### src/source/board_pkg.sv
package board_pkg;

  //////////////////////////////////////////////////////////////////////
  // qmem bus widths
  //////////////////////////////////////////////////////////////////////

  localparam int QMEM_AW = 22;                    // Byte address width
  localparam int M_DW    = 32;                    // Master data width
  localparam int S_DW    = 16;                    // Slave data width
  localparam int M_SW    = M_DW / 8;              // Master byte selects
  localparam int S_SW    = S_DW / 8;              // Slave byte selects

  typedef logic [M_DW-1:0]    m_dat_t;            // 32-bit master word
  typedef logic [S_DW-1:0]    s_dat_t;            // 16-bit slave word
  typedef logic [M_SW-1:0]    m_sel_t;
  typedef logic [S_SW-1:0]    s_sel_t;
  typedef logic [QMEM_AW-1:0] qmem_adr_t;

  localparam qmem_adr_t HALF_STEP = qmem_adr_t'(2); // Upper half-word offset

  // Bridge sequencing, one half-word per state
  typedef enum logic [1:0] {
    IDLE,                                         // Waiting for m_cs
    LOW,                                          // Low half on slave bus
    HIGH,                                         // High half on slave bus
    DONE                                          // m_ack cycle
  } bridge_state_t;

  //////////////////////////////////////////////////////////////////////
  // Board constants
  //////////////////////////////////////////////////////////////////////

  localparam int SYNC_STAGES = 2;                 // Two flops per input
  localparam int SW_W        = 10;                // SW[9:0]
  localparam int KEY_W       = 4;                 // KEY[3:0]
  localparam int STAT_W      = 4;
  localparam int SEG_W       = 7;                 // Segments g..a
  localparam int TRACK_W     = 8;
  localparam int LEDG_W      = 8;
  localparam int FIFO_CNT    = 4;                 // Floppy wr/rd, hd wr/rd

  localparam int SW_UART_SEL = 5;                 // sw5 picks UART owner
  localparam int SPI_SD_CS   = 0;                 // SD card chip-select bit

  typedef logic [TRACK_W-1:0] track_t;
  typedef logic [STAT_W-1:0]  nibble_t;

  localparam int ACT_HOLD_CYCLES = 16;            // LED stretch length
  localparam int ACT_CNT_W       = $clog2(ACT_HOLD_CYCLES + 1);

  typedef logic [ACT_CNT_W-1:0] act_cnt_t;

endpackage

### src/source/qmem_if.sv
`timescale 1ns/1ns

interface qmem_if #(
  parameter int DW = 32                           // Data width, 16 or 32
) ();

  import board_pkg::*;

  qmem_adr_t         adr;                         // Byte address
  logic              cs;                          // Held until ack
  logic              we;
  logic [DW/8-1:0]   sel;                         // Byte selects
  logic [DW-1:0]     dat_w;
  logic [DW-1:0]     dat_r;                       // Valid with ack
  logic              ack;                         // One cycle
  logic              err;                         // Valid with ack

  modport master (
    output adr, cs, we, sel, dat_w,
    input  dat_r, ack, err
  );

  modport slave (
    input  adr, cs, we, sel, dat_w,
    output dat_r, ack, err
  );

endinterface

### src/source/board_controls.sv
`timescale 1ns/1ns

module board_controls (
  input  logic                      clk_50,
  input  logic                      i_rst_n,
  // board inputs
  input  logic [board_pkg::SW_W-1:0]  i_sw,         // Toggle switches
  input  logic [board_pkg::KEY_W-1:0] i_key,        // Pushbuttons
  input  board_pkg::nibble_t        i_sys_status,   // Async status bits
  // UART
  input  logic                      i_uart_rxd,     // Board RS232 in
  output logic                      o_uart_txd,     // Board RS232 out
  input  logic                      i_ctrl_txd,
  output logic                      o_ctrl_rxd,
  input  logic                      i_chip_txd,
  output logic                      o_chip_rxd,
  // SPI
  input  board_pkg::nibble_t        i_spi_cs_n,
  input  logic                      i_sd_dat,       // SD card MISO
  input  logic                      i_chip_sdo,     // Chipset SPI out
  output logic                      o_spi_di,
  // synchronized values
  output logic [board_pkg::SW_W-1:0]  o_sw_sync,
  output logic [board_pkg::KEY_W-1:0] o_key_sync,
  output board_pkg::nibble_t        o_sys_status_sync
);

  import board_pkg::*;

  //////////////////////////////////////////////////////////////////////
  // Input synchronizers
  //////////////////////////////////////////////////////////////////////

  // All board inputs share one flop chain {status, key, sw}
  logic [STAT_W+KEY_W+SW_W-1:0] sync_q [SYNC_STAGES];
  logic                         uart_sel;

  always_ff @(posedge clk_50 or negedge i_rst_n) begin
    if (!i_rst_n) begin
      for (int i = 0; i < SYNC_STAGES; i++) begin
        sync_q[i] <= '0;                                // Sync values 0 after reset
      end
    end else begin
      sync_q[0] <= {i_sys_status, i_key, i_sw};         // First stage, may go metastable
      for (int i = 1; i < SYNC_STAGES; i++) begin
        sync_q[i] <= sync_q[i-1];
      end
    end
  end

  assign o_sw_sync         = sync_q[SYNC_STAGES-1][SW_W-1:0];
  assign o_key_sync        = sync_q[SYNC_STAGES-1][SW_W +: KEY_W];
  assign o_sys_status_sync = sync_q[SYNC_STAGES-1][SW_W+KEY_W +: STAT_W];

  //////////////////////////////////////////////////////////////////////
  // UART and SPI routing
  //////////////////////////////////////////////////////////////////////

  assign uart_sel   = o_sw_sync[SW_UART_SEL];           // 1 = control port owns UART

  assign o_uart_txd = uart_sel ? i_ctrl_txd : i_chip_txd;
  assign o_ctrl_rxd = uart_sel ? i_uart_rxd : 1'b1;     // Idle high when deselected
  assign o_chip_rxd = uart_sel ? 1'b1       : i_uart_rxd;

  // SD card drives MISO only while its select is low
  assign o_spi_di   = !i_spi_cs_n[SPI_SD_CS] ? i_sd_dat : i_chip_sdo;

endmodule

### src/source/qmem_bridge.sv
`timescale 1ns/1ns

module qmem_bridge (
  input  logic   clk_50,
  input  logic   i_rst_n,
  qmem_if.slave  m_bus,                           // 32-bit side
  qmem_if.master s_bus                            // 16-bit side
);

  import board_pkg::*;

  bridge_state_t state_q;
  qmem_adr_t     adr_q;                           // Captured request
  logic          we_q;
  m_sel_t        sel_q;
  m_dat_t        dat_w_q;
  s_dat_t        rd_lo_q;                         // First half-word read
  s_dat_t        rd_hi_q;                         // Second half-word read
  logic          err_q;                           // OR of both slave errors
  logic          hi_half;

  //////////////////////////////////////////////////////////////////////
  // State machine
  //////////////////////////////////////////////////////////////////////

  always_ff @(posedge clk_50 or negedge i_rst_n) begin
    if (!i_rst_n) begin
      state_q <= IDLE;
      err_q   <= 1'b0;
    end else begin
      case (state_q)
        IDLE: begin
          if (m_bus.cs) begin
            state_q <= LOW;                       // Low half goes out next cycle
            err_q   <= 1'b0;
          end
        end
        LOW: begin
          if (s_bus.ack) begin
            state_q <= HIGH;
            err_q   <= s_bus.err;
          end
        end
        HIGH: begin
          if (s_bus.ack) begin
            state_q <= DONE;
            err_q   <= err_q | s_bus.err;
          end
        end
        DONE:    state_q <= IDLE;                 // m_cs ignored here
        default: state_q <= IDLE;
      endcase
    end
  end

  // Request and read data capture
  always_ff @(posedge clk_50) begin
    if (state_q == IDLE && m_bus.cs) begin
      adr_q   <= m_bus.adr;
      we_q    <= m_bus.we;
      sel_q   <= m_bus.sel;
      dat_w_q <= m_bus.dat_w;
    end
    if (state_q == LOW && s_bus.ack) begin
      rd_lo_q <= s_bus.dat_r;
    end
    if (state_q == HIGH && s_bus.ack) begin
      rd_hi_q <= s_bus.dat_r;
    end
  end

  //////////////////////////////////////////////////////////////////////
  // Bus outputs
  //////////////////////////////////////////////////////////////////////

  assign hi_half     = (state_q == HIGH);

  // Slave fields come from registers only, so they hold under back-pressure
  assign s_bus.cs    = (state_q == LOW) || hi_half;
  assign s_bus.adr   = hi_half ? adr_q + HALF_STEP : adr_q;
  assign s_bus.we    = we_q;
  assign s_bus.sel   = hi_half ? sel_q[3:2] : sel_q[1:0];
  assign s_bus.dat_w = hi_half ? dat_w_q[31:16] : dat_w_q[15:0];

  assign m_bus.ack   = (state_q == DONE);         // Single cycle
  assign m_bus.dat_r = {rd_hi_q, rd_lo_q};
  assign m_bus.err   = err_q;

  //////////////////////////////////////////////////////////////////////
  // Assertions
  //////////////////////////////////////////////////////////////////////

  // Slave side must hold its request until the slave acks
  a_s_stable : assert property (
    @(posedge clk_50) disable iff (!i_rst_n)
    s_bus.cs && !s_bus.ack |=>
      s_bus.cs && $stable({s_bus.adr, s_bus.we, s_bus.sel, s_bus.dat_w})
  ) else $error("qmem_bridge: slave fields changed before s_ack");

  a_m_ack_pulse : assert property (
    @(posedge clk_50) disable iff (!i_rst_n)
    m_bus.ack |=> !m_bus.ack
  ) else $error("qmem_bridge: m_ack held for two cycles");

endmodule

### src/source/board_indicators.sv
`timescale 1ns/1ns

module board_indicators (
  input  logic                          clk_50,
  input  logic                          i_rst_n,
  input  board_pkg::track_t             i_track,        // Floppy track number
  input  board_pkg::nibble_t            i_ctrl_status,
  input  board_pkg::nibble_t            i_sys_status,
  input  logic                          i_floppy_wr,    // FIFO activity pulses
  input  logic                          i_floppy_rd,
  input  logic                          i_hd_wr,
  input  logic                          i_hd_rd,
  output logic [board_pkg::SEG_W-1:0]   o_hex0,         // Track low nibble
  output logic [board_pkg::SEG_W-1:0]   o_hex1,         // Track high nibble
  output logic [board_pkg::SEG_W-1:0]   o_hex2,         // Ctrl status
  output logic [board_pkg::SEG_W-1:0]   o_hex3,         // Sys status
  output logic [board_pkg::LEDG_W-1:0]  o_led_g
);

  import board_pkg::*;

  logic [FIFO_CNT-1:0] fifo_pulse;
  logic [FIFO_CNT-1:0] act_led;

  //////////////////////////////////////////////////////////////////////
  // Seven-segment digits
  //////////////////////////////////////////////////////////////////////

  // Active low, bit order {g,f,e,d,c,b,a}
  function automatic logic [SEG_W-1:0] hex_seg(input nibble_t val);
    case (val)
      4'h0:    hex_seg = 7'b1000000;
      4'h1:    hex_seg = 7'b1111001;
      4'h2:    hex_seg = 7'b0100100;
      4'h3:    hex_seg = 7'b0110000;
      4'h4:    hex_seg = 7'b0011001;
      4'h5:    hex_seg = 7'b0010010;
      4'h6:    hex_seg = 7'b0000010;
      4'h7:    hex_seg = 7'b1111000;
      4'h8:    hex_seg = 7'b0000000;
      4'h9:    hex_seg = 7'b0010000;
      4'ha:    hex_seg = 7'b0001000;
      4'hb:    hex_seg = 7'b0000011;              // Lower case b
      4'hc:    hex_seg = 7'b1000110;
      4'hd:    hex_seg = 7'b0100001;              // Lower case d
      4'he:    hex_seg = 7'b0000110;
      default: hex_seg = 7'b0001110;              // F
    endcase
  endfunction

  always_ff @(posedge clk_50 or negedge i_rst_n) begin
    if (!i_rst_n) begin
      o_hex0 <= hex_seg(4'h0);                    // All digits read 0
      o_hex1 <= hex_seg(4'h0);
      o_hex2 <= hex_seg(4'h0);
      o_hex3 <= hex_seg(4'h0);
    end else begin
      o_hex0 <= hex_seg(i_track[3:0]);
      o_hex1 <= hex_seg(i_track[7:4]);
      o_hex2 <= hex_seg(i_ctrl_status);
      o_hex3 <= hex_seg(i_sys_status);
    end
  end

  //////////////////////////////////////////////////////////////////////
  // Activity LEDs
  //////////////////////////////////////////////////////////////////////

  assign fifo_pulse = {i_hd_rd, i_hd_wr, i_floppy_rd, i_floppy_wr};

  // One stretch counter per FIFO pulse
  for (genvar g = 0; g < FIFO_CNT; g++) begin : g_act
    act_cnt_t cnt_q;

    always_ff @(posedge clk_50 or negedge i_rst_n) begin
      if (!i_rst_n) begin
        cnt_q <= '0;
      end else if (fifo_pulse[g]) begin
        cnt_q <= act_cnt_t'(ACT_HOLD_CYCLES);     // Retrigger on every pulse
      end else if (cnt_q != '0) begin
        cnt_q <= cnt_q - 1'b1;
      end
    end

    assign act_led[g] = (cnt_q != '0);

    a_led_rise : assert property (
      @(posedge clk_50) disable iff (!i_rst_n)
      $rose(act_led[g]) |-> $past(fifo_pulse[g])
    ) else $error("board_indicators: LED %0d rose without a FIFO pulse", g);
  end

  assign o_led_g = {{(LEDG_W-FIFO_CNT){1'b0}}, act_led}; // Upper LEDs off

endmodule

### src/source/de1_board_top.sv
`timescale 1ns/1ns

module de1_board_top (
  input  logic                          clk_50,
  input  logic                          i_rst_n,
  // board controls
  input  logic [board_pkg::SW_W-1:0]    i_sw,
  input  logic [board_pkg::KEY_W-1:0]   i_key,
  input  board_pkg::nibble_t            i_sys_status,
  input  logic                          i_uart_rxd,
  output logic                          o_uart_txd,
  input  logic                          i_ctrl_txd,
  output logic                          o_ctrl_rxd,
  input  logic                          i_chip_txd,
  output logic                          o_chip_rxd,
  input  board_pkg::nibble_t            i_spi_cs_n,
  input  logic                          i_sd_dat,
  input  logic                          i_chip_sdo,
  output logic                          o_spi_di,
  output logic [board_pkg::KEY_W-1:0]   o_key_sync,
  // qmem master, 32 bit
  input  board_pkg::qmem_adr_t          i_m_adr,
  input  logic                          i_m_cs,
  input  logic                          i_m_we,
  input  board_pkg::m_sel_t             i_m_sel,
  input  board_pkg::m_dat_t             i_m_dat_w,
  output board_pkg::m_dat_t             o_m_dat_r,
  output logic                          o_m_ack,
  output logic                          o_m_err,
  // qmem slave, 16 bit
  output board_pkg::qmem_adr_t          o_s_adr,
  output logic                          o_s_cs,
  output logic                          o_s_we,
  output board_pkg::s_sel_t             o_s_sel,
  output board_pkg::s_dat_t             o_s_dat_w,
  input  board_pkg::s_dat_t             i_s_dat_r,
  input  logic                          i_s_ack,
  input  logic                          i_s_err,
  // indicators
  input  board_pkg::track_t             i_track,
  input  board_pkg::nibble_t            i_ctrl_status,
  input  logic                          i_floppy_wr,
  input  logic                          i_floppy_rd,
  input  logic                          i_hd_wr,
  input  logic                          i_hd_rd,
  output logic [board_pkg::SEG_W-1:0]   o_hex0,
  output logic [board_pkg::SEG_W-1:0]   o_hex1,
  output logic [board_pkg::SEG_W-1:0]   o_hex2,
  output logic [board_pkg::SEG_W-1:0]   o_hex3,
  output logic [board_pkg::LEDG_W-1:0]  o_led_g,
  output logic [board_pkg::SW_W-1:0]    o_ledr          // Synced switches
);

  import board_pkg::*;

  nibble_t sys_status_sync;

  qmem_if #(.DW(M_DW)) m_if ();                   // Master side of bridge
  qmem_if #(.DW(S_DW)) s_if ();                   // Slave side of bridge

  assign m_if.adr   = i_m_adr;
  assign m_if.cs    = i_m_cs;
  assign m_if.we    = i_m_we;
  assign m_if.sel   = i_m_sel;
  assign m_if.dat_w = i_m_dat_w;
  assign o_m_dat_r  = m_if.dat_r;
  assign o_m_ack    = m_if.ack;
  assign o_m_err    = m_if.err;

  assign o_s_adr    = s_if.adr;
  assign o_s_cs     = s_if.cs;
  assign o_s_we     = s_if.we;
  assign o_s_sel    = s_if.sel;
  assign o_s_dat_w  = s_if.dat_w;
  assign s_if.dat_r = i_s_dat_r;
  assign s_if.ack   = i_s_ack;
  assign s_if.err   = i_s_err;

  //////////////////////////////////////////////////////////////////////
  // Submodules
  //////////////////////////////////////////////////////////////////////

  board_controls u_controls (
    .clk_50            (clk_50),
    .i_rst_n           (i_rst_n),
    .i_sw              (i_sw),
    .i_key             (i_key),
    .i_sys_status      (i_sys_status),
    .i_uart_rxd        (i_uart_rxd),
    .o_uart_txd        (o_uart_txd),
    .i_ctrl_txd        (i_ctrl_txd),
    .o_ctrl_rxd        (o_ctrl_rxd),
    .i_chip_txd        (i_chip_txd),
    .o_chip_rxd        (o_chip_rxd),
    .i_spi_cs_n        (i_spi_cs_n),
    .i_sd_dat          (i_sd_dat),
    .i_chip_sdo        (i_chip_sdo),
    .o_spi_di          (o_spi_di),
    .o_sw_sync         (o_ledr),                  // Switch state on red LEDs
    .o_key_sync        (o_key_sync),
    .o_sys_status_sync (sys_status_sync)
  );

  qmem_bridge u_bridge (
    .clk_50  (clk_50),
    .i_rst_n (i_rst_n),
    .m_bus   (m_if.slave),
    .s_bus   (s_if.master)
  );

  board_indicators u_indicators (
    .clk_50        (clk_50),
    .i_rst_n       (i_rst_n),
    .i_track       (i_track),
    .i_ctrl_status (i_ctrl_status),
    .i_sys_status  (sys_status_sync),             // 2 sync cycles + 1 reg
    .i_floppy_wr   (i_floppy_wr),
    .i_floppy_rd   (i_floppy_rd),
    .i_hd_wr       (i_hd_wr),
    .i_hd_rd       (i_hd_rd),
    .o_hex0        (o_hex0),
    .o_hex1        (o_hex1),
    .o_hex2        (o_hex2),
    .o_hex3        (o_hex3),
    .o_led_g       (o_led_g)
  );

endmodule

### config.mk
export PLATFORM = sky130hd
export DESIGN_NAME = de1_board_top
export DESIGN_NICKNAME = d
export VERILOG_FILES = /design/src/source/board_pkg.sv /design/src/source/qmem_if.sv /design/src/source/board_controls.sv /design/src/source/qmem_bridge.sv /design/src/source/board_indicators.sv /design/src/source/de1_board_top.sv
export SDC_FILE = /design/constraint.sdc
export NUM_CORES = 1
export LEC_CHECK = 0
export BUFFER_PORTS_ARGS = -buffer_cell sky130_fd_sc_hd__clkbuf_2
export CORE_UTILIZATION = 54
export DETAILED_ROUTE_END_ITERATION = 8
export PLACE_DENSITY = 0.91
export SLEW_MARGIN = 20
export SYNTH_ARGS = -nofsm -noshare
export SYNTH_HDL_FRONTEND = slang
export SYNTH_SLANG_ARGS = --single-unit
### constraint.sdc
create_clock -name clk_50 -period 7.6 [get_ports clk_50]
set_input_delay 0.38 -clock clk_50 [delete_from_list [all_inputs] [get_ports clk_50]]
set_output_delay 0.38 -clock clk_50 [all_outputs]
set_load 0.05 [all_outputs]
# Yosys cells after proc, flatten, opt, wreduce, memory -nomap -nowiden
# Memory sizes are Yosys's and may differ from the RTL's. A register that Yosys moved wholly into a read port is not among the register bits.
# Index checks and enable logic that the tools add are counted.
# word_totals
regBits,150
rom_bits,448
input_bits,123
output_inout_bits,130
elab_cells,73
mem_count,4
# memory_table
name,depth,width,rd,rd_clocked_by_memory_dff,write_ports,line_no,text
(no name shown),16,7,1,1,0,board_indicators.sv:31,case (val)
(no name shown),16,7,1,1,0,board_indicators.sv:31,
(no name shown),16,7,1,1,0,board_indicators.sv:31,
(no name shown),16,7,1,1,0,board_indicators.sv:31,
# op_classes
addsub,5
n_eq_ne,6
n_mux,23
bitwise_logic,1
reduce_logical,20
# op_table
cell,count
5-bit two-way mux,8
"22-bit by 2-bit adder with 22-bit output, second input constant",1
22-bit two-way mux,1
5-bit nonzero test,4
"5-bit by 1-bit subtractor with 5-bit output, second input constant",4
16-bit two-way mux,1
2-bit two-way mux,4
2-bit case mux with 4 select lines,1
2-bit nonzero test,4
1-bit two-way mux,7
"2-bit inequality test, second input constant",3
"2-bit == test, second input constant",2
1-bit logical NOT,4
4-bit AND reduction,1
1-bit logical AND,3
1-bit case mux with 3 select lines,1
3-bit AND reduction,1
3-bit nonzero test,1
"2-bit by 1-bit == test with 1-bit output, second input constant",1
2-bit logical NOT,1
1-bit logical OR,1
1-bit bitwise OR,1

# Longest topological paths before layout
# Gate-level depths: netlist of the first run.
# logic_depth
ltp_word,3
depth_mapped,7
ltp_nobuf,6

# Hierarchy
# Synthesis of the first run repeated with hierarchy kept, for this count alone.
# unflattened
cells_unflattened,519
area_unflattened_um2,7390.8
# modules_own_cells
module,n_inst,cells_each,area_per_inst_um2,seq_area_each_um2
qmem_bridge,1,187,3559.7,2807.7
board_indicators,1,274,2756.4,1206.2
board_controls,1,58,1074.8,900.9

# Least setup slack after synthesis of the first run
# Ideal clock, no wire load.
# synth_timing
path_kind,register to output
start,reg u_bridge.state_q[0]
end,out o_s_adr[20]
t_arrival_ns,2.164
t_required_ns,7.220
setup_slack_ns,5.056
path_stages_with_launch,8
n_path_buf,1
path_cell_list,dfrtp_1 inv_1 ha_1 buf_4 nand4_1 nor3_2 nand4_1 xnor2_1
# synth_between
elab_chain_cells,2
# synth_lines
item,line_no,text
from (decl),qmem_bridge.sv:12,bridge_state_t state_q;
from (signal assigned),qmem_bridge.sv:28,state_q <= IDLE;
from (signal assigned),qmem_bridge.sv:34,state_q <= LOW;
from (signal assigned),qmem_bridge.sv:40,state_q <= HIGH;
2-bit == test,qmem_bridge.sv:76,assign hi_half = (state_q == HIGH);
22-bit two-way mux,qmem_bridge.sv:80,assign s_bus.adr = hi_half ? adr_q + HALF_STEP : adr_q;
to (decl),de1_board_top.sv:31,"output board_pkg::qmem_adr_t o_s_adr,"
# Every way passes these cells.

# Worst setup path in the final report of the first run
# Same ends and word-level chain as after synthesis.

==> results.json, run 1 <==
{
  "status": "finished, final reports clean",
  "critPathLaunchType": "flip-flop",
  "diodes": 0,
  "fmax_mhz": 282.7,
  "synth.distinct_cells": 46,
  "cp_max_fo": 19,
  "cts_setup_buffers": 0,
  "row_count": 42,
  "end_kind": "output port",
  "antenna_found_initial": 0,
  "dieArea_sq_mm": 0.01401,
  "hold_path.class": "input pin to asynchronous set/reset pin",
  "setup_viol": 0,
  "ios": 253,
  "grt_pass1_vias": 4765,
  "async_flop_share": 0.4888,
  "worst_pin_slew_ns": 0.7750,
  "clock_skew_ns": 0.008340,
  "grt_pass1_wl_mm": 23.91,
  "drt_iter0_drc": 340,
  "finish.net_count": 892,
  "avgSynthCellArea_sq_um": 14.62,
  "timing.rr.start": "u_bridge.state_q[0]",
  "grt.total_usage": 0.2299,
  "firstDrtPassIters": 4,
  "netlist_area_sq_mm": 0.007311,
  "maxCapViolCount": 0,
  "ant_nets": 0,
  "relSlewSlack": 0.4833,
  "cpMostUsedCell": "nand4_1",
  "synthTopCellsByCount": "91 x edfxtp_1, 83 x dfrtp_1, 33 x ha_1, 27 x nor2_1, 25 x mux2_2",
  "start_util": 0.5521,
  "slew_violations": 0,
  "cts_tree": "built",
  "synth_edf_count": 91,
  "root_buffer": "clkbuf_16",
  "powerDensity_mw_per_mm2": 354.1,
  "final_util": 0.6896,
  "globalRouteOverflowTotal": 0,
  "synth.largest_area_cell": "edfxtp_1",
  "core_sq_mm": 0.01324,
  "rsz0062_at_grt": "false",
  "fin_hold_ws_ns": 0.001537,
  "fillerInstances": 914,
  "slowest_delay_ns": 0.42,
  "period_minus_slack_ns": 3.538,
  "viasPerCell": 5.158,
  "critPathRequiredTime_ns": 7.22,
  "syn-instance-count": 500,
  "grt_max_degree": 88,
  "crit_buf_inv": 3,
  "yosysMostFrequentCell": "edfxtp_1",
  "wirelength_mm": 15.53,
  "vias": 4771,
  "routedWlPerCell_microns": 16.79,
  "globalplace.congestion": 0.8765,
  "portBuffers": 245,
  "crit_chain": "inv_1 -> ha_1 -> buf_4 -> nand4_1 -> nor3_2 -> nand4_1 -> xnor2_1 -> clkbuf_2",
  "insertion_delay_ns": 0.43,
  "cts_resized": 0,
  "critPathLaunch": "u_bridge.state_q[0]",
  "tns_ns": 0,
  "cellLeakagePower_nw": 4.164,
  "path_clk_slew_ns": 0.06,
  "cp_slowest_cell": "ha_1",
  "synth_top_flop_cell": "edfxtp_1",
  "yosysWarnings": 0,
  "clock_sinks": 178,
  "cpLargestDelayFamily": "simple AND/OR/NAND/NOR gates",
  "cts_max_path_buffers": 2,
  "dpl.hpwl_mm": 11.36,
  "synth_top_area_frac": 0.3738,
  "layout-drive-gt1-share": 0.4312,
  "report.final.hold_viol_count": 0,
  "cts_hold_buf": 0,
  "peakVddDrop_mv": 0.1852,
  "synth-seq-area-share": 0.6723,
  "areaGrowthSynthToFinish_pct": 24.92,
  "h-tree-depth": 4,
  "fin_crit_sh": 0.4655,
  "ys_top_cells_by_area": "edfxtp_1 37%, dfrtp_1 28%, ha_1 5.6%",
  "synth-seq-cells": 178,
  "die_h_microns": 118.4,
  "cts_buffers": 17,
  "drc_errors": 0,
  "fp.dieW_microns": 118.4,
  "crit_type": "flip-flop to output port",
  "crit_arrival_ns": 3.16
}
## per-layer routing
metal  GRT usage  share of wire  wire [microns]
met3      0.1018           0.10            1566
met4     0.08974          0.022             336
met1      0.2514           0.37            5671
met5           0              0               0
met2      0.3912           0.51            7955
## worst register-to-register path, stage by stage (launching register included)
cell,delay (ns)
dfrtp_1,0.41
inv_1,0.11
ha_1,0.42
and2_1,0.67
## flip-flops by register name (all words and copies together) (netlist names)
register                      count
u_bridge.adr_q                   22
u_bridge.dat_w_q                 32
u_bridge.m_bus.err                1
u_bridge.rd_hi_q                 16
u_bridge.rd_lo_q                 16
u_bridge.s_bus.we                 1
u_bridge.sel_q                    4
u_bridge.state_q                  2
u_controls.o_key_sync             4
u_controls.o_sw_sync             10
u_controls.o_sys_status_sync      4
u_controls.sync_q                18
u_indicators.g_act.cnt_q         20
u_indicators.o_hex0               7
u_indicators.o_hex1               7
u_indicators.o_hex2               7
u_indicators.o_hex3               7
## report_power, final
group | switching, W | internal (W)
Clock | 0.000344 | 0.000513
Combinational | 0.000766 | 0.000302
Sequential | 0.0000990 | 0.00121
Total | 0.00121 | 0.00202
## layout by cell type, fill, tap and decap left out, types with 9 or more instances in the layout
master,count
o21ai_0,10
xor2_1,9
mux2_2,25
ha_1,33
mux2i_1,9
dfrtp_1,83
edfxtp_1,91
nand3_1,9
nor2_1,27
nand2_1,24
inv_1,23
clkbuf_2,244
a21oi_1,15
xnor2_1,16
clkbuf_16,17
## cell families after synthesis
family,after synthesis,synth area share
adder cells (fa/ha/maj),33,0.05648
AND/OR/NAND/NOR,113,0.08215
other,1,0.0005129
XOR/XNOR,25,0.02995
multiplexers,37,0.06007
buffers and inverters,56,0.04398
AO/OA/AOI/OAI,57,0.05459
flip-flops,178,0.6723
## worst paths after layout
path | endpoint | cells after the start | slack (ns)
worst max register to register | u_bridge.rd_hi_q[6] | 3 | 5.62
worst max-delay path | o_s_adr[20] | 8 | 4.06
worst min register to register | u_controls.o_key_sync[0] | 0 | 0.35
max in group asynchronous | u_bridge.m_bus.err | 1 | 7.09
min in group clk_50 | u_controls.sync_q[21] | 1 | 0.05
worst min-delay path | u_indicators.o_hex2[1] | 1 | 0.002
## per-stage QoR
| step | area, sq um | power, W | cells | setup slack [ns] |
|---|---|---|---|---|
| after global placement | 8552 | 0.002339 | 893 | 4.801 |
| after global routing | 9133 | 0.003369 | 925 | 3.964 |
| final | 9133 | 0.003234 | 925 | 4.062 |
| after detailed placement | 8552 | 0.002394 | 893 | 4.527 |
| after CTS | 9129 | 0.003254 | 925 | 4.053 |
| after floorplan | 7322 | 0.002148 | 503 | 5.056 |
## area by class of cell
class / instances / area, sq um / area share
sequential: 178 / 4915 / 0.5382
multi-input combinational: 269 / 2087 / 0.2285
timing repair buffer: 247 / 1247 / 0.1366
clock buffer: 20 / 436.7 / 0.04781
tap: 176 / 220.2 / 0.02411
clock inverter: 12 / 140.1 / 0.01534
inverter: 23 / 86.33 / 0.009453
Power figures use the tool's default switching activity.
==> run 2, diff against run 1 <==
--- a/config.mk
+++ b/config.mk
@@ -5,10 +5,11 @@
 export SDC_FILE = /design/constraint.sdc
 export NUM_CORES = 1
 export LEC_CHECK = 0
+export ABC_AREA = 1
 export BUFFER_PORTS_ARGS = -buffer_cell sky130_fd_sc_hd__clkbuf_2
-export CORE_UTILIZATION = 54
+export CORE_UTILIZATION = 45
 export DETAILED_ROUTE_END_ITERATION = 8
-export PLACE_DENSITY = 0.91
+export PLACE_DENSITY = 0.82
 export SLEW_MARGIN = 20
 export SYNTH_ARGS = -nofsm -noshare
 export SYNTH_HDL_FRONTEND = slang
==> constraint.sdc (replaced) <==
create_clock -name clk_50 -period 3 [get_ports clk_50]
set_input_delay 0.15 -clock clk_50 [delete_from_list [all_inputs] [get_ports clk_50]]
set_output_delay 0.15 -clock clk_50 [all_outputs]
set_load 0.05 [all_outputs]
==> run 2 against run 1 <==
Combinational power increased to 2.8 times the previous value. Via count increased by 20%. Register-to-register slack got worse by 4.8 ns. Sequential power rose by 150%. Critical path depth grew 3. Non-clock buffer count is 103 higher. Synthesized cell count increased by 26%. Design area rose by 14%. Global-route usage down 1.5 points.
==> results.json, run 2 <==
{
  "ant_nets": 0,
  "cts_buffers": 17,
  "synth-seq-cells": 178,
  "async_flop_share": 0.4888,
  "holdPathEnd": "u_indicators.o_hex2[6]",
  "critPathLaunchType": "flip-flop",
  "h-tree-depth": 4,
  "hold_path.class": "input pin to flip-flop",
  "syn-instance-count": 629,
  "timing.rr.start": "u_bridge.state_q[0]",
  "synthTopCellsByCount": "156 x nand2_1, 91 x edfxtp_1, 83 x dfrtp_1, 57 x inv_1, 43 x nor2_1",
  "crit_buf_inv": 3,
  "crit_chain": "inv_1 -> ha_1 -> nand2_1 -> nor2_4 -> nand3_4 -> nor2_4 -> nand2_1 -> nand2_1 -> nand2_1 -> inv_1 -> clkbuf_2",
  "largest_reg_flops": 32,
  "cts_resized": 0,
  "powerDensity_mw_per_mm2": 830.3,
  "period_minus_slack_ns": 2.719,
  "fin_ws_ns": 0.2812,
  "grt_use_met3": 0.07585,
  "drt_iter0_drc": 206,
  "rsz0062_at_grt": "false",
  "worst_pin_slew_ns": 0.8205,
  "synth_top_area_frac": 0.3713,
  "globalplace.congestion": 0.8709,
  "antenna_found_initial": 1,
  "cellLeakagePower_nw": 4.935,
  "ys_top_cells_by_area": "edfxtp_1 37%, dfrtp_1 28%, nand2_1 8.0%",
  "row_count": 46,
  "layout-drive-gt1-share": 0.3083,
  "start_util": 0.4616,
  "synth.largest_area_cell": "edfxtp_1",
  "portBuffers": 245,
  "clock_sinks": 178,
  "drc_errors": 0,
  "regMostFlops": "u_bridge.dat_w_q",
  "slew_violations": 0,
  "cpLargestDelayFamily": "simple AND/OR/NAND/NOR gates",
  "globalRouteOverflowTotal": 0,
  "final_util": 0.6508,
  "dpl.hpwl_mm": 11.38,
  "use_met1": 0.2135,
  "status": "finished, final reports clean",
  "wirelength_mm": 17.89,
  "cp_max_fo": 11,
  "peakVddDrop_mv": 0.4511,
  "fin_hold_ws_ns": 0.05812,
  "reg_top3": "u_bridge.dat_w_q x32, u_bridge.adr_q x22, u_indicators.g_act.cnt_q x20",
  "tns_ns": 0,
  "cpMostUsedCell": "nand2_1",
  "crit_type": "flip-flop to output port",
  "holdPathStages": 3,
  "maxCapViolCount": 0,
  "synth_edf_count": 91,
  "end_kind": "output port",
  "relSlewSlack": 0.4530,
  "final_cell_mix": "244 x clkbuf_2, 156 x nand2_1, 100 x dlygate4sd3_1, 91 x edfxtp_1, 83 x dfrtp_1",
  "cp_slowest_cell": "ha_1",
  "path_clk_slew_ns": 0.07,
  "vias": 5715,
  "critPathRequiredTime_ns": 2.85,
  "netlist_area_sq_mm": 0.007360,
  "insertion_delay_ns": 0.41,
  "report.final.hold_viol_count": 0,
  "avgSynthCellArea_sq_um": 11.70,
  "setup_viol": 0,
  "dieArea_sq_mm": 0.01687,
  "core_sq_mm": 0.01594,
  "r2r_end": "u_bridge.rd_hi_q[13]",
  "worstRegToRegCells": 5,
  "fin_crit_sh": 0.9063,
  "synth_top_flop_cell": "edfxtp_1",
  "grt_use_met2": 0.4030,
  "critPathLaunch": "u_bridge.state_q[0]",
  "cts_max_path_buffers": 2,
  "crit_arrival_ns": 2.57,
  "routedWlPerCell_microns": 14.87,
  "reg2reg_slack_ns": 0.81,
  "ios": 253,
  "die_h_microns": 129.9,
  "synth-seq-area-share": 0.6678,
  "fmax_mhz": 367.8,
  "layout_commonest_cell": "clkbuf_2",
  "cts_tree": "built",
  "grt_pass1_vias": 5711,
  "pre_cts_ws_ns": 0.7672,
  "viasPerCell": 4.751,
  "fp.dieW_microns": 129.9,
  "clock_skew_ns": 0.007803,
  "yosysMostFrequentCell": "nand2_1",
  "synth.distinct_cells": 38,
  "yosysWarnings": 0,
  "slowest_delay_ns": 0.49,
  "grt_pass1_wl_mm": 27.19,
  "finish.net_count": 1129,
  "worstHoldStart": "i_ctrl_status[2]",
  "firstDrtPassIters": 4,
  "areaGrowthSynthToFinish_pct": 40.99,
  "grt.total_usage": 0.2153,
  "top_usage_layer": "met2",
  "root_buffer": "clkbuf_16",
  "grt_max_degree": 68
}
-- run 2: through the flow --
stage | instance area, sq um | power, W | std cells
5_1_grt | 10380 | 0.009031 | 1203
4_1_cts | 10370 | 0.008644 | 1202
3_5_place_dp | 8725 | 0.006132 | 1070
3_3_place_gp | 8725 | 0.006061 | 1070
6_report | 10380 | 0.008616 | 1203
2_1_floorplan | 7371 | 0.005432 | 632
-- run 2: worst max path at each step --
stage | slack [ns] | cells past startpoint | endpoint
finish | 0.28 | 11 | o_s_adr[21]
CTS | 0.30 | 11 | o_s_adr[21]
global placement | 0.79 | 11 | o_s_adr[21]
detailed placement | 0.77 | 11 | o_s_adr[21]
floorplan | 0.74 | 4 | u_bridge.adr_q[0]
global route | 0.08 | 11 | o_s_adr[21]
-- run 2: cell type report --
type,count,area (sq um)
Multi-Input combinational cell,364,2028
Tap cell,216,270.3
Clock buffer,17,425.4
Antenna cell,1,2.502
Fill cell,1138,5567
Clock inverter,15,222.7
Timing Repair Buffer,350,2280
Inverter,62,232.7
Sequential cell,178,4915
-- run 2: cell families after synthesis --
family,Yosys count,share of synthesized area
compound gates,54,0.04148
xor+xnor,23,0.02737
buf+inv,90,0.05814
flops,178,0.6678
simple gates,249,0.1471
other cells,1,0.0005095
mux,1,0.001530
fa+ha+maj,33,0.05610
-- run 2: worst register-to-register path: stages (launching register included) --
cell	delay, ns
dfrtp_1	0.40
inv_1	0.12
ha_1	0.50
buf_4	0.28
nand2_1	0.06
inv_1	0.47
-- run 2: metal layers --
layer	wire, microns	vias to the layer above
met1	6462	2683
met4	557	0
li1	-	2733
met2	9374	255
met5	0	-
met3	1497	44
-- run 2: what timing repair did --
item | CTS | global route
endpoints found under the hold margin | 189 | 0
setup buffers | 0 | 0
hold buffers | 100 | 0
-- run 2: where the power goes --
group          switching, W  internal [W]
combinational       0.00224      0.000757
clock              0.000962       0.00142
sequential         0.000208       0.00303
total               0.00341       0.00521
==> run 3, diff against run 2 <==
--- a/config.mk
+++ b/config.mk
@@ -5,11 +5,12 @@
 export SDC_FILE = /design/constraint.sdc
 export NUM_CORES = 1
 export LEC_CHECK = 0
-export ABC_AREA = 1
 export BUFFER_PORTS_ARGS = -buffer_cell sky130_fd_sc_hd__clkbuf_2
 export CORE_UTILIZATION = 45
+export CTS_BUF_LIST = sky130_fd_sc_hd__clkbuf_16
 export DETAILED_ROUTE_END_ITERATION = 8
 export PLACE_DENSITY = 0.82
+export SKIP_CTS_REPAIR_TIMING = 1
 export SLEW_MARGIN = 20
 export SYNTH_ARGS = -nofsm -noshare
 export SYNTH_HDL_FRONTEND = slang
==> run 3 against run 2 <==
The run now ends with negative setup slack left. Sequential share of layout area is 0.71 points higher. Clock-buffer cell count did not move. Final cell count is 11% lower. Register-to-register slack better by 0.26 ns. Utilization down 0.73 points. Worst hold slack got worse by 0.0068 ns. Die area down 0.65%. Setup slack worse by 0.39 ns. Combinational power is 4% lower. Clock skew shrank 0.0014 ns. Clock power shrank 6%. Power down 2.1%.
==> results.json, run 3 (same netlist as run 1, synthesis figures left out) <==
{
  "status": "finished, violations left",
  "dpl.hpwl_mm": 11.12,
  "clock_skew_ns": 0.006360,
  "crit_type": "flip-flop to output port",
  "root_buffer": "clkbuf_16",
  "reg_top3": "u_bridge.dat_w_q x32, u_bridge.adr_q x22, u_indicators.g_act.cnt_q x20",
  "antenna_found_initial": 3,
  "cts_tree": "built",
  "path_clk_slew_ns": 0.07,
  "critPathLaunch": "u_bridge.state_q[0]",
  "grt_max_degree": 55,
  "grt_pass1_wl_mm": 22.30,
  "vias": 5244,
  "h-tree-depth": 4,
  "dieArea_sq_mm": 0.01676,
  "fillerInstances": 1130,
  "power_w": 0.008432,
  "critPathLaunchType": "flip-flop",
  "ios": 253,
  "ant_nets": 0,
  "cp_max_fo": 4,
  "cts_max_path_buffers": 2,
  "pre_cts_ws_ns": 0.8525,
  "globalRouteOverflowTotal": 0,
  "hold_path.class": "input pin to flip-flop",
  "start_util": 0.4602,
  "timing.rr.start": "u_bridge.state_q[0]",
  "row_count": 46,
  "globalplace.congestion": 0.8277,
  "regMostFlops": "u_bridge.dat_w_q",
  "viasPerCell": 4.906,
  "clock_sinks": 178,
  "insertion_delay_ns": 0.42,
  "critPathRequiredTime_ns": 2.85,
  "core_sq_mm": 0.01589,
  "relSlewSlack": 0.5175,
  "layout_commonest_cell": "clkbuf_2",
  "routedWlPerCell_microns": 17.31,
  "fp.dieW_microns": 129.5,
  "layout-drive-gt1-share": 0.3882,
  "areaGrowthSynthToFinish_pct": 39.83,
  "fin_ws_ns": -0.1098,
  "end_kind": "output port",
  "largest_reg_flops": 32,
  "maxCapViolCount": 0,
  "final_cell_mix": "244 x clkbuf_2, 98 x dlygate4sd3_1, 91 x edfxtp_1, 83 x dfrtp_1, 33 x ha_1",
  "peakVddDrop_mv": 0.4477,
  "finish.net_count": 993,
  "slew_violations": 0,
  "drt_iter0_drc": 276,
  "fin_crit_sh": 1.037,
  "final_util": 0.6435,
  "portBuffers": 245,
  "firstDrtPassIters": 4,
  "wirelength_mm": 18.50,
  "violations": "negative setup slack",
  "cts_buffers": 17,
  "fmax_mhz": 321.6,
  "period_minus_slack_ns": 3.110,
  "fin_hold_ws_ns": 0.05133,
  "grt.total_usage": 0.1780,
  "die_h_microns": 129.5,
  "powerDensity_mw_per_mm2": 824.9,
  "setup_viol": 1,
  "report.final.hold_viol_count": 0,
  "cellLeakagePower_nw": 4.592,
  "worst_pin_slew_ns": 0.7238,
  "crit_arrival_ns": 2.96,
  "drc_errors": 0,
  "worstHoldStart": "i_track[6]",
  "grt_pass1_vias": 4469
}
-- run 3: changes by cell type in the layout (fill, tap and decap cells not counted), moves of 5 or more --
cell	before	now
a22o_1	0	5
mux2_2	1	25
o21ai_0	15	10
nor2b_1	0	6
a21oi_1	26	15
xor2_1	18	9
nor2_1	43	27
nand3_1	19	9
inv_1	56	23
mux2i_1	0	9
xnor2_1	5	16
nand2_1	156	24
-- run 3: where the power goes --
group          leakage, nW  switching [W]  internal, W
Clock                0.287       0.000986      0.00126
Sequential            1.89       0.000260      0.00306
Combinational         2.42        0.00200     0.000864
-- run 3: metal layers --
| layer | vias to the layer above | GRT usage | routed length (microns) |
|---|---|---|---|
| met3 | 40 | 0.07308 | 1672 |
| li1 | 2429 | - | - |
| met5 | - | 0 | 0 |
| met1 | 2492 | 0.1987 | 7164 |
| met2 | 283 | 0.2982 | 9156 |
| met4 | 0 | 0.08208 | 510 |
-- run 3: final timing paths --
check,end,slack [ns],cells after the start
hold reg to reg,u_controls.o_sw_sync[5],0.35,0
setup reg to reg,u_bridge.rd_hi_q[9],1.07,4
hold / removal,u_indicators.o_hex1[5],0.05,2
min in group asynchronous,u_controls.sync_q[20],0.33,2
max in group asynchronous,u_indicators.o_hex3[6],1.91,3
setup / recovery,o_s_adr[10],-0.11,7
-- run 3: metrics by stage --
| step | area (sq um) | setup TNS [ns] | std cells |
|---|---|---|---|
| CTS | 9234 | 0 | 968 |
| global placement | 8637 | 0 | 936 |
| global route | 10220 | -0.3602 | 1068 |
| detailed placement | 8637 | 0 | 936 |
| floorplan | 7322 | 0 | 503 |
| finish | 10220 | -0.1098 | 1069 |
-- run 3: final cells by class --
type	count	area, sq um	share of cell area
Antenna cell	3	7.507	0.0007344
Clock buffer	17	425.4	0.04162
Clock inverter	15	171.4	0.01677
Inverter	23	86.33	0.008446
Multi-Input combinational cell	269	2087	0.2042
Sequential cell	178	4915	0.4808
Tap cell	216	270.3	0.02644
Timing Repair Buffer	348	2260	0.2211
-- run 3: critical path, stage by stage (launching register included) --
cell and delay (ns):
dfrtp_1 0.43, inv_1 0.10, ha_1 0.22, nand4_1 0.26
nor2_1 0.33, nand3_1 0.25, xnor2_1 0.56, clkbuf_2 0.39
